$ cat config.mk
export PLATFORM = sky130hd
export DESIGN_NAME = leaf_node
export DESIGN_NICKNAME = d
export VERILOG_FILES = /design/src/design/leaf_pkg.sv /design/src/design/leaf_node.sv /design/src/design/leaf_tx_packer.sv /design/src/design/leaf_tx_arbiter.sv /design/src/design/leaf_route_table.sv /design/src/design/leaf_in_fifo.sv /design/src/design/leaf_rx_decode.sv
export SDC_FILE = /design/constraint.sdc
export NUM_CORES = 1
export LEC_CHECK = 0
export ABC_AREA = 0
export BUFFER_PORTS_ARGS = -buffer_cell sky130_fd_sc_hd__buf_2
export CELL_PAD_IN_SITES_DETAIL_PLACEMENT = 1
export CELL_PAD_IN_SITES_GLOBAL_PLACEMENT = 1
export CORE_MARGIN = 1.5
export CORE_UTILIZATION = 44
export DETAILED_ROUTE_END_ITERATION = 8
export PLACE_DENSITY = 0.8
export SYNTH_ARGS = -nofsm -noshare
export SYNTH_HDL_FRONTEND = slang
export SYNTH_HIERARCHICAL = 1
export SYNTH_SLANG_ARGS = --single-unit
$ cat constraint.sdc
create_clock -name clk -period 7.9 [get_ports clk]
set_input_delay 2.37 -clock clk [delete_from_list [all_inputs] [get_ports clk]]
set_output_delay 2.37 -clock clk [all_outputs]
set_load 0.005 [all_outputs]
$ cat src/design/leaf_pkg.sv
package leaf_pkg;

    // Packet field widths
    localparam int LEAF_BITS    = 5;
    localparam int PORT_BITS    = 4;
    localparam int ADDR_BITS    = 7;
    localparam int PAYLOAD_BITS = 32;
    localparam int PACKET_BITS  = 1 + LEAF_BITS + PORT_BITS + ADDR_BITS + PAYLOAD_BITS;

    localparam int NUM_IN_PORTS  = 2;
    localparam int NUM_OUT_PORTS = 6;
    localparam int OUT_IDX_BITS  = $clog2(NUM_OUT_PORTS);

    // Network packet, vld is the top bit
    typedef struct packed {
        logic                    vld;
        logic [LEAF_BITS-1:0]    leaf;
        logic [PORT_BITS-1:0]    port;
        logic [ADDR_BITS-1:0]    addr;
        logic [PAYLOAD_BITS-1:0] payload;
    } bft_packet_t;

    // Where one output port sends its words
    typedef struct packed {
        logic [LEAF_BITS-1:0] leaf;
        logic [PORT_BITS-1:0] port;
    } route_entry_t;

    typedef enum logic [1:0] {
        PKT_NONE,
        PKT_CONFIG,
        PKT_DATA,
        PKT_FOREIGN
    } pkt_kind_e;

    // Decoded packet, fanned out to the FIFOs and the route table
    typedef struct packed {
        pkt_kind_e               kind;
        logic [PORT_BITS-1:0]    port;
        logic [ADDR_BITS-1:0]    addr;
        logic [PAYLOAD_BITS-1:0] payload;
    } rx_item_t;

endpackage
$ cat src/design/leaf_node.sv
module leaf_node #(
    parameter logic [leaf_pkg::LEAF_BITS-1:0] LEAF_ID    = 5,
    parameter int                             FIFO_DEPTH = 8
) (
    input  logic                                clk,
    input  logic                                arst_n,
    input  logic                                resend,
    input  leaf_pkg::bft_packet_t               din,
    output leaf_pkg::bft_packet_t               dout,
    output logic [leaf_pkg::NUM_IN_PORTS-1:0][leaf_pkg::PAYLOAD_BITS-1:0] user_rx_data,
    output logic [leaf_pkg::NUM_IN_PORTS-1:0]   user_rx_vld,
    input  logic [leaf_pkg::NUM_IN_PORTS-1:0]   user_rx_ack,
    input  logic [leaf_pkg::NUM_OUT_PORTS-1:0][leaf_pkg::PAYLOAD_BITS-1:0] user_tx_data,
    input  logic [leaf_pkg::NUM_OUT_PORTS-1:0]  user_tx_vld,
    output logic [leaf_pkg::NUM_OUT_PORTS-1:0]  user_tx_ack
);

    leaf_pkg::rx_item_t                rx_item;
    logic [leaf_pkg::NUM_IN_PORTS-1:0] fifo_push;
    logic                              grant_vld;
    logic [leaf_pkg::OUT_IDX_BITS-1:0] grant_idx;
    logic [leaf_pkg::PAYLOAD_BITS-1:0] grant_payload;
    leaf_pkg::route_entry_t            route;

    leaf_rx_decode #(.LEAF_ID(LEAF_ID)) u_rx_decode (
        .clk(clk), .arst_n(arst_n), .din(din), .rx_item(rx_item)
    );

    // User in-port i takes data packets for network port i+1
    for (genvar i = 0; i < leaf_pkg::NUM_IN_PORTS; i++) begin : g_in
        assign fifo_push[i] = (rx_item.kind == leaf_pkg::PKT_DATA) &&
                              (rx_item.port == leaf_pkg::PORT_BITS'(i + 1));

        leaf_in_fifo #(.FIFO_DEPTH(FIFO_DEPTH)) u_in_fifo (
            .clk(clk), .arst_n(arst_n),
            .push(fifo_push[i]), .push_data(rx_item.payload),
            .data(user_rx_data[i]), .vld(user_rx_vld[i]), .ack(user_rx_ack[i])
        );
    end

    leaf_route_table u_route_table (
        .clk(clk), .arst_n(arst_n), .rx_item(rx_item),
        .rd_idx(grant_idx), .rd_entry(route)
    );

    leaf_tx_arbiter u_tx_arbiter (
        .clk(clk), .arst_n(arst_n), .resend(resend),
        .req(user_tx_vld), .req_data(user_tx_data), .ack(user_tx_ack),
        .grant_vld(grant_vld), .grant_idx(grant_idx), .grant_payload(grant_payload)
    );

    leaf_tx_packer u_tx_packer (
        .clk(clk), .arst_n(arst_n), .resend(resend),
        .grant_vld(grant_vld), .grant_idx(grant_idx), .grant_payload(grant_payload),
        .route(route), .dout(dout)
    );

endmodule

$ cat src/design/leaf_tx_packer.sv
module leaf_tx_packer (
    input  logic                              clk,
    input  logic                              arst_n,
    input  logic                              resend,
    input  logic                              grant_vld,
    input  logic [leaf_pkg::OUT_IDX_BITS-1:0] grant_idx,
    input  logic [leaf_pkg::PAYLOAD_BITS-1:0] grant_payload,
    input  leaf_pkg::route_entry_t            route,
    output leaf_pkg::bft_packet_t             dout
);

    leaf_pkg::bft_packet_t pkt_d;
    leaf_pkg::bft_packet_t pkt_q;

    always_comb begin
        pkt_d.vld     = 1'b1;
        pkt_d.leaf    = route.leaf;
        pkt_d.port    = route.port;
        pkt_d.addr    = leaf_pkg::ADDR_BITS'(grant_idx); // Source port index
        pkt_d.payload = grant_payload;
    end

    always_ff @(posedge clk or negedge arst_n) begin
        if (!arst_n) begin
            pkt_q <= '0;
        end else if (!resend) begin
            if (grant_vld) begin
                pkt_q <= pkt_d;
            end else begin
                pkt_q <= '0; // Idle cycles go out as zeros
            end
        end
        // Held while resend is high, sent once it drops
    end

    assign dout = resend ? '0 : pkt_q;

endmodule

$ cat src/design/leaf_tx_arbiter.sv
module leaf_tx_arbiter (
    input  logic                                  clk,
    input  logic                                  arst_n,
    input  logic                                  resend,
    input  logic [leaf_pkg::NUM_OUT_PORTS-1:0]    req,
    input  logic [leaf_pkg::NUM_OUT_PORTS-1:0][leaf_pkg::PAYLOAD_BITS-1:0] req_data,
    output logic [leaf_pkg::NUM_OUT_PORTS-1:0]    ack,
    output logic                                  grant_vld,
    output logic [leaf_pkg::OUT_IDX_BITS-1:0]     grant_idx,
    output logic [leaf_pkg::PAYLOAD_BITS-1:0]     grant_payload
);

    logic [leaf_pkg::OUT_IDX_BITS-1:0] last_q;
    logic [leaf_pkg::OUT_IDX_BITS-1:0] sel;
    logic                              found;
    logic                              grant;

    // First requester after the last winner, wrapping at six
    always_comb begin : pick
        int cand;
        found = 1'b0;
        sel   = last_q;
        for (int k = 1; k <= leaf_pkg::NUM_OUT_PORTS; k++) begin
            cand = (int'(last_q) + k) % leaf_pkg::NUM_OUT_PORTS;
            if (!found && req[cand]) begin
                found = 1'b1;
                sel   = leaf_pkg::OUT_IDX_BITS'(cand);
            end
        end
    end

    assign grant = found && !resend;
    assign ack   = grant ? (leaf_pkg::NUM_OUT_PORTS'(1) << sel) : '0;

    always_ff @(posedge clk or negedge arst_n) begin
        if (!arst_n) begin
            last_q    <= leaf_pkg::OUT_IDX_BITS'(leaf_pkg::NUM_OUT_PORTS - 1); // Port 0 first
            grant_vld <= 1'b0;
            grant_idx <= '0;
        end else if (!resend) begin
            grant_vld <= grant;
            if (grant) begin
                last_q    <= sel;
                grant_idx <= sel;
            end
        end
        // Under resend the grant stays put until the packer takes it
    end

    always_ff @(posedge clk) begin
        if (grant) begin
            grant_payload <= req_data[sel];
        end
    end

endmodule

$ cat src/design/leaf_route_table.sv
module leaf_route_table (
    input  logic                              clk,
    input  logic                              arst_n,
    input  leaf_pkg::rx_item_t                rx_item,
    input  logic [leaf_pkg::OUT_IDX_BITS-1:0] rd_idx,
    output leaf_pkg::route_entry_t            rd_entry
);

    leaf_pkg::route_entry_t route_q [leaf_pkg::NUM_OUT_PORTS];
    logic                   wr_en;
    logic [leaf_pkg::OUT_IDX_BITS-1:0] wr_idx;

    // Config addr picks the output port, out-of-range addresses do nothing
    assign wr_en  = (rx_item.kind == leaf_pkg::PKT_CONFIG) &&
                    (rx_item.addr < leaf_pkg::ADDR_BITS'(leaf_pkg::NUM_OUT_PORTS));
    assign wr_idx = rx_item.addr[leaf_pkg::OUT_IDX_BITS-1:0];

    always_ff @(posedge clk or negedge arst_n) begin
        if (!arst_n) begin
            for (int i = 0; i < leaf_pkg::NUM_OUT_PORTS; i++) begin
                route_q[i] <= '0;
            end
        end else if (wr_en) begin
            // Payload[8:4] is the leaf, [3:0] the port
            route_q[wr_idx].leaf <= rx_item.payload[leaf_pkg::PORT_BITS +: leaf_pkg::LEAF_BITS];
            route_q[wr_idx].port <= rx_item.payload[0 +: leaf_pkg::PORT_BITS];
        end
    end

    always_comb begin
        if (rd_idx < leaf_pkg::OUT_IDX_BITS'(leaf_pkg::NUM_OUT_PORTS)) begin
            rd_entry = route_q[rd_idx];
        end else begin
            rd_entry = '0;
        end
    end

endmodule

$ cat src/design/leaf_in_fifo.sv
module leaf_in_fifo #(
    parameter int FIFO_DEPTH = 8
) (
    input  logic                              clk,
    input  logic                              arst_n,
    input  logic                              push,
    input  logic [leaf_pkg::PAYLOAD_BITS-1:0] push_data,
    output logic [leaf_pkg::PAYLOAD_BITS-1:0] data,
    output logic                              vld,
    input  logic                              ack
);

    localparam int PTR_BITS = (FIFO_DEPTH > 1) ? $clog2(FIFO_DEPTH) : 1;
    localparam int CNT_BITS = $clog2(FIFO_DEPTH + 1);

    logic [leaf_pkg::PAYLOAD_BITS-1:0] mem [FIFO_DEPTH];
    logic [PTR_BITS-1:0]               wr_ptr;
    logic [PTR_BITS-1:0]               rd_ptr;
    logic [CNT_BITS-1:0]               count;
    logic                              full;
    logic                              pop;
    logic                              wr_en;

    assign vld   = (count != '0);
    assign full  = (count == CNT_BITS'(FIFO_DEPTH));
    assign pop   = ack && vld;          // Ack on an empty FIFO is ignored
    assign wr_en = push && (!full || pop);
    assign data  = mem[rd_ptr];

    always_ff @(posedge clk) begin
        if (wr_en) begin
            mem[wr_ptr] <= push_data;
        end
    end

    always_ff @(posedge clk or negedge arst_n) begin
        if (!arst_n) begin
            wr_ptr <= '0;
            rd_ptr <= '0;
            count  <= '0;
        end else begin
            if (wr_en) begin
                wr_ptr <= (wr_ptr == PTR_BITS'(FIFO_DEPTH - 1)) ? '0 : wr_ptr + 1'b1;
            end
            if (pop) begin
                rd_ptr <= (rd_ptr == PTR_BITS'(FIFO_DEPTH - 1)) ? '0 : rd_ptr + 1'b1;
            end
            case ({wr_en, pop})
                2'b10:   count <= count + 1'b1;
                2'b01:   count <= count - 1'b1;
                default: count <= count; // Both or neither
            endcase
        end
    end

endmodule

$ cat src/design/leaf_rx_decode.sv
module leaf_rx_decode #(
    parameter logic [leaf_pkg::LEAF_BITS-1:0] LEAF_ID = 5
) (
    input  logic                  clk,
    input  logic                  arst_n,
    input  leaf_pkg::bft_packet_t din,
    output leaf_pkg::rx_item_t    rx_item
);

    leaf_pkg::pkt_kind_e                kind_d;
    leaf_pkg::pkt_kind_e                kind_q;
    logic [leaf_pkg::PORT_BITS-1:0]     port_q;
    logic [leaf_pkg::ADDR_BITS-1:0]     addr_q;
    logic [leaf_pkg::PAYLOAD_BITS-1:0]  payload_q;
    logic                               leaf_match;

    assign leaf_match = (din.leaf == LEAF_ID);

    // Classify the packet as it arrives
    always_comb begin
        if (!din.vld) begin
            kind_d = leaf_pkg::PKT_NONE;
        end else if (!leaf_match) begin
            kind_d = leaf_pkg::PKT_FOREIGN; // Meant for another leaf
        end else if (din.port == '0) begin
            kind_d = leaf_pkg::PKT_CONFIG;  // Port 0 is the route table
        end else begin
            kind_d = leaf_pkg::PKT_DATA;
        end
    end

    always_ff @(posedge clk or negedge arst_n) begin
        if (!arst_n) begin
            kind_q <= leaf_pkg::PKT_NONE;
        end else begin
            kind_q <= kind_d;
        end
    end

    // Fields only matter when kind says so
    always_ff @(posedge clk) begin
        port_q    <= din.port;
        addr_q    <= din.addr;
        payload_q <= din.payload;
    end

    assign rx_item = '{
        kind:    kind_q,
        port:    port_q,
        addr:    addr_q,
        payload: payload_q
    };

endmodule

==> impl_results.md <==
* Top cells by count, synth: edfxtp_1 (544), nand2_1 (196), mux4_2 (137)
* Clock Skew at 0.0217 ns
* Initial antenna violation count at 24
* CTS tree: done
* Total GRT Usage at 0.235
* Post-Syn Area per Cell at 16.4 um2
* GRT met2 Usage at 0.418
* Hold Crit Class: flop to flop
* Final layout net count at 2512
* CORE AREA at 0.0685 mm2
* Yosys reg bits at 714
* Crit path DAT at 5.12 ns
* Worst vdd ir at 888 uV
* Final Setup Violations at 0
* Routing usage on met1 at 0.274
* Crit path required time at 5.53 ns
* Area grow syn2layout at 17.7%
* Max Cap Viol at 0
* Ranking of synthesized cells by area: edfxtp_1 (54%), dfrtp_1 (10%), mux4_2 (10%)
* Via count at 18000
* Worst-path clk slew at 0.06 ns
* RSZ-0062 raised after global routing: false
* Post-layout minimum cycle time at 7.49 ns
* Layout cells sized above 1 at 0.368
* Gr busiest metal: met2
* Clock sinks at 714
* Kind of critical path: flop to primary output
* Clk buf depth at 3
* Clock root buffer: clkbuf_16
* Drt total wl at 82700 um
* Vias/cell at 5.64
* Outcome: completed
* Worst Path Max Fanout at 21
* Worst-Margin Slew at 1.09 ns
* Final Hold Fails at 0
* Post-route ant nets at 0
* YS warnings at 6
* CTS H-Tree Depth at 3
* Post-Syn Instances at 1853
* GR Util met3 at 0.0571
* Period utilization at 0.948
* Gr ovfl total at 0
* Hold buffers post-CTS at 0
* Final Instance Area at 0.0358 mm2
* Post-synth ARST share at 0.178
* Rows at 96
* # port buffers at 368
* Gpl congestion at 0.925
* Global-route wire length before repair at 123000 um
* # DRC at 0
* Cell variety after synth at 89
* Die span in x at 266 um
* Detailed Routing Iterations Pass 1 at 5
* Vias in the first global route at 19700
* Synth top area share at 0.538
* Total power at 15.8 mW
* TritonCTS Buffers at 75
* EDFF count, synth at 544
* Mapped cell area at 0.0304 mm2
* Avg WL per Cell at 25.9 um
* Die Height at 266 um
* Most frequent cell after synthesis: edfxtp_1
* Initial core utilization at 0.444
* Worst setup SP type: flop
* Clk_lat worst skew at 0.63 ns
* Max-slew headroom at 0.273
* Critical Path Sink Type: primary output
* Fin util at 0.522
* Largest net degree at the start of global routing at 121
* Top_reg_cell synth: edfxtp_1
* Dominant cell type by area after synthesis: edfxtp_1
* Total negative slack at 0 ns
* Max Freq at 133 MHz
* Seq/Total Area, Yosys at 0.671
* 1st-iter DRT viols at 1207
* Die area at 0.0706 mm2
* Leakage at 13.5 nW
* I/O Pins at 373
* Hold Slack at 0.480 ns
* Pwr/cell area at 441 mW/mm2
* Postcts setup bufs at 0
* Placed Area at 0.0332 mm2
* Post-DP HPWL at 53100 um
* Post_cts resized at 0
* Slew Limit Fails at 0
==> cells in the final DEF, fill, tap and decap left out, drive strengths merged, types with 14 or more instances in the layout <==
| cell type | instances |
|---|---|
| mux4 | 137 |
| nand2b | 20 |
| dfrtp | 125 |
| diode | 15 |
| nor2 | 32 |
| nand2 | 196 |
| clkinv | 20 |
| ha | 25 |
| mux2i | 54 |
| a21oi | 43 |
| mux2 | 130 |
| edfxtp | 544 |
| clkbuf | 107 |
| dfxtp | 43 |
| nor2b | 39 |
| a2111o | 32 |
| nor3 | 71 |
| inv | 38 |
| o21ai | 68 |
| buf | 408 |
| o22ai | 14 |
==> critical path: stages, from the launching register on <==
cell,delay [ns]
dfstp_2,0.87
inv_1,0.24
ha_1,0.29
xor2_2,0.30
inv_1,0.17
ha_1,0.29
nand2b_1,0.21
o21ba_2,0.23
o21ai_0,0.16
a22o_1,0.24
nand2_1,0.21
a211o_1,0.35
a221oi_2,0.37
o21a_2,0.22
nand2b_1,0.15
nor2_1,0.08
buf_2,0.13
==> through the flow <==
stage / cells / worst slack (ns)
final: 3192 / 0.407
after global routing: 3191 / 0.144
after CTS: 3177 / 0.420
after detailed placement: 3038 / 0.498
after global placement: 3038 / 0.538
after floorplan: 1856 / 0.629
==> cells by family (layout without fill, tap and decap cells) <==
group           count (synthesis)  in the layout  share of synthesized area
mux                           321            321                      0.168
compound gates                218            218                     0.0527
flops                         714            714                      0.671
other cells                     1             19                   0.000123
simple gates                  419            419                     0.0684
fa+ha+maj                      27             27                     0.0116
xor+xnor                       11             11                    0.00367
buf+inv                       142            581                     0.0249
==> flip-flops by register name, summed over array words and instances (netlist names), 2 cells and up <==
register,count
u_rx_decode/kind_q,2
u_tx_arbiter/last_q,2
u_tx_packer/pkt_q,45
u_tx_arbiter/grant_payload,32
u_tx_arbiter/grant_idx,3
u_rx_decode/addr_q,7
u_route_table/route_q,54
g_in.u_in_fifo/rd_ptr,6
g_in.u_in_fifo/count,8
u_rx_decode/port_q,4
g_in.u_in_fifo/mem,512
u_rx_decode/payload_q,32
g_in.u_in_fifo/wr_ptr,6
==> power by group <==
part	internal (mW)	leakage, nW	total, mW	switching (mW)
Combinational	2.98	5.28	7.12	4.14
Sequential	4.54	6.95	5.03	0.480
Clock	2.15	1.25	3.62	1.47
Total	9.67	13.5	15.8	6.10
==> per-layer routing <==
| layer | vias up | wire (um) |
|---|---|---|
| met5 | - | 95 |
| met4 | 18 | 2800 |
| met3 | 157 | 5640 |
| met2 | 582 | 43300 |
| met1 | 9292 | 30800 |
| li1 | 7954 | - |
==> area by class of cell <==
| cell class | count | area (um2) |
|---|---|---|
| inverter | 34 | 128 |
| clock buffer | 107 | 2120 |
| multi-input combinational | 1000 | 9390 |
| antenna | 15 | 37.5 |
| fill | 6637 | 32700 |
| sequential | 714 | 20400 |
| timing repair buffer | 408 | 2150 |
| tap | 882 | 1100 |
| clock inverter | 32 | 440 |
==> final timing paths <==
path | from | end | slack (ns) | cells after the start
min | u_tx_packer/pkt_q[19] | u_tx_packer/pkt_q[19] | 0.48 | 2
max in group asynchronous | arst_n | u_route_table/route_q[14] | 4.86 | 2
min reg2reg | u_tx_packer/pkt_q[19] | u_tx_packer/pkt_q[19] | 0.48 | 2
min in group asynchronous | arst_n | u_route_table/route_q[22] | 1.77 | 1
max | u_tx_arbiter/last_q[0] | user_tx_ack[4] | 0.41 | 16
max reg2reg | u_tx_arbiter/last_q[0] | u_tx_arbiter/grant_payload[25] | 2.06 | 17
Note: power is estimated with default switching activity, not from simulation.
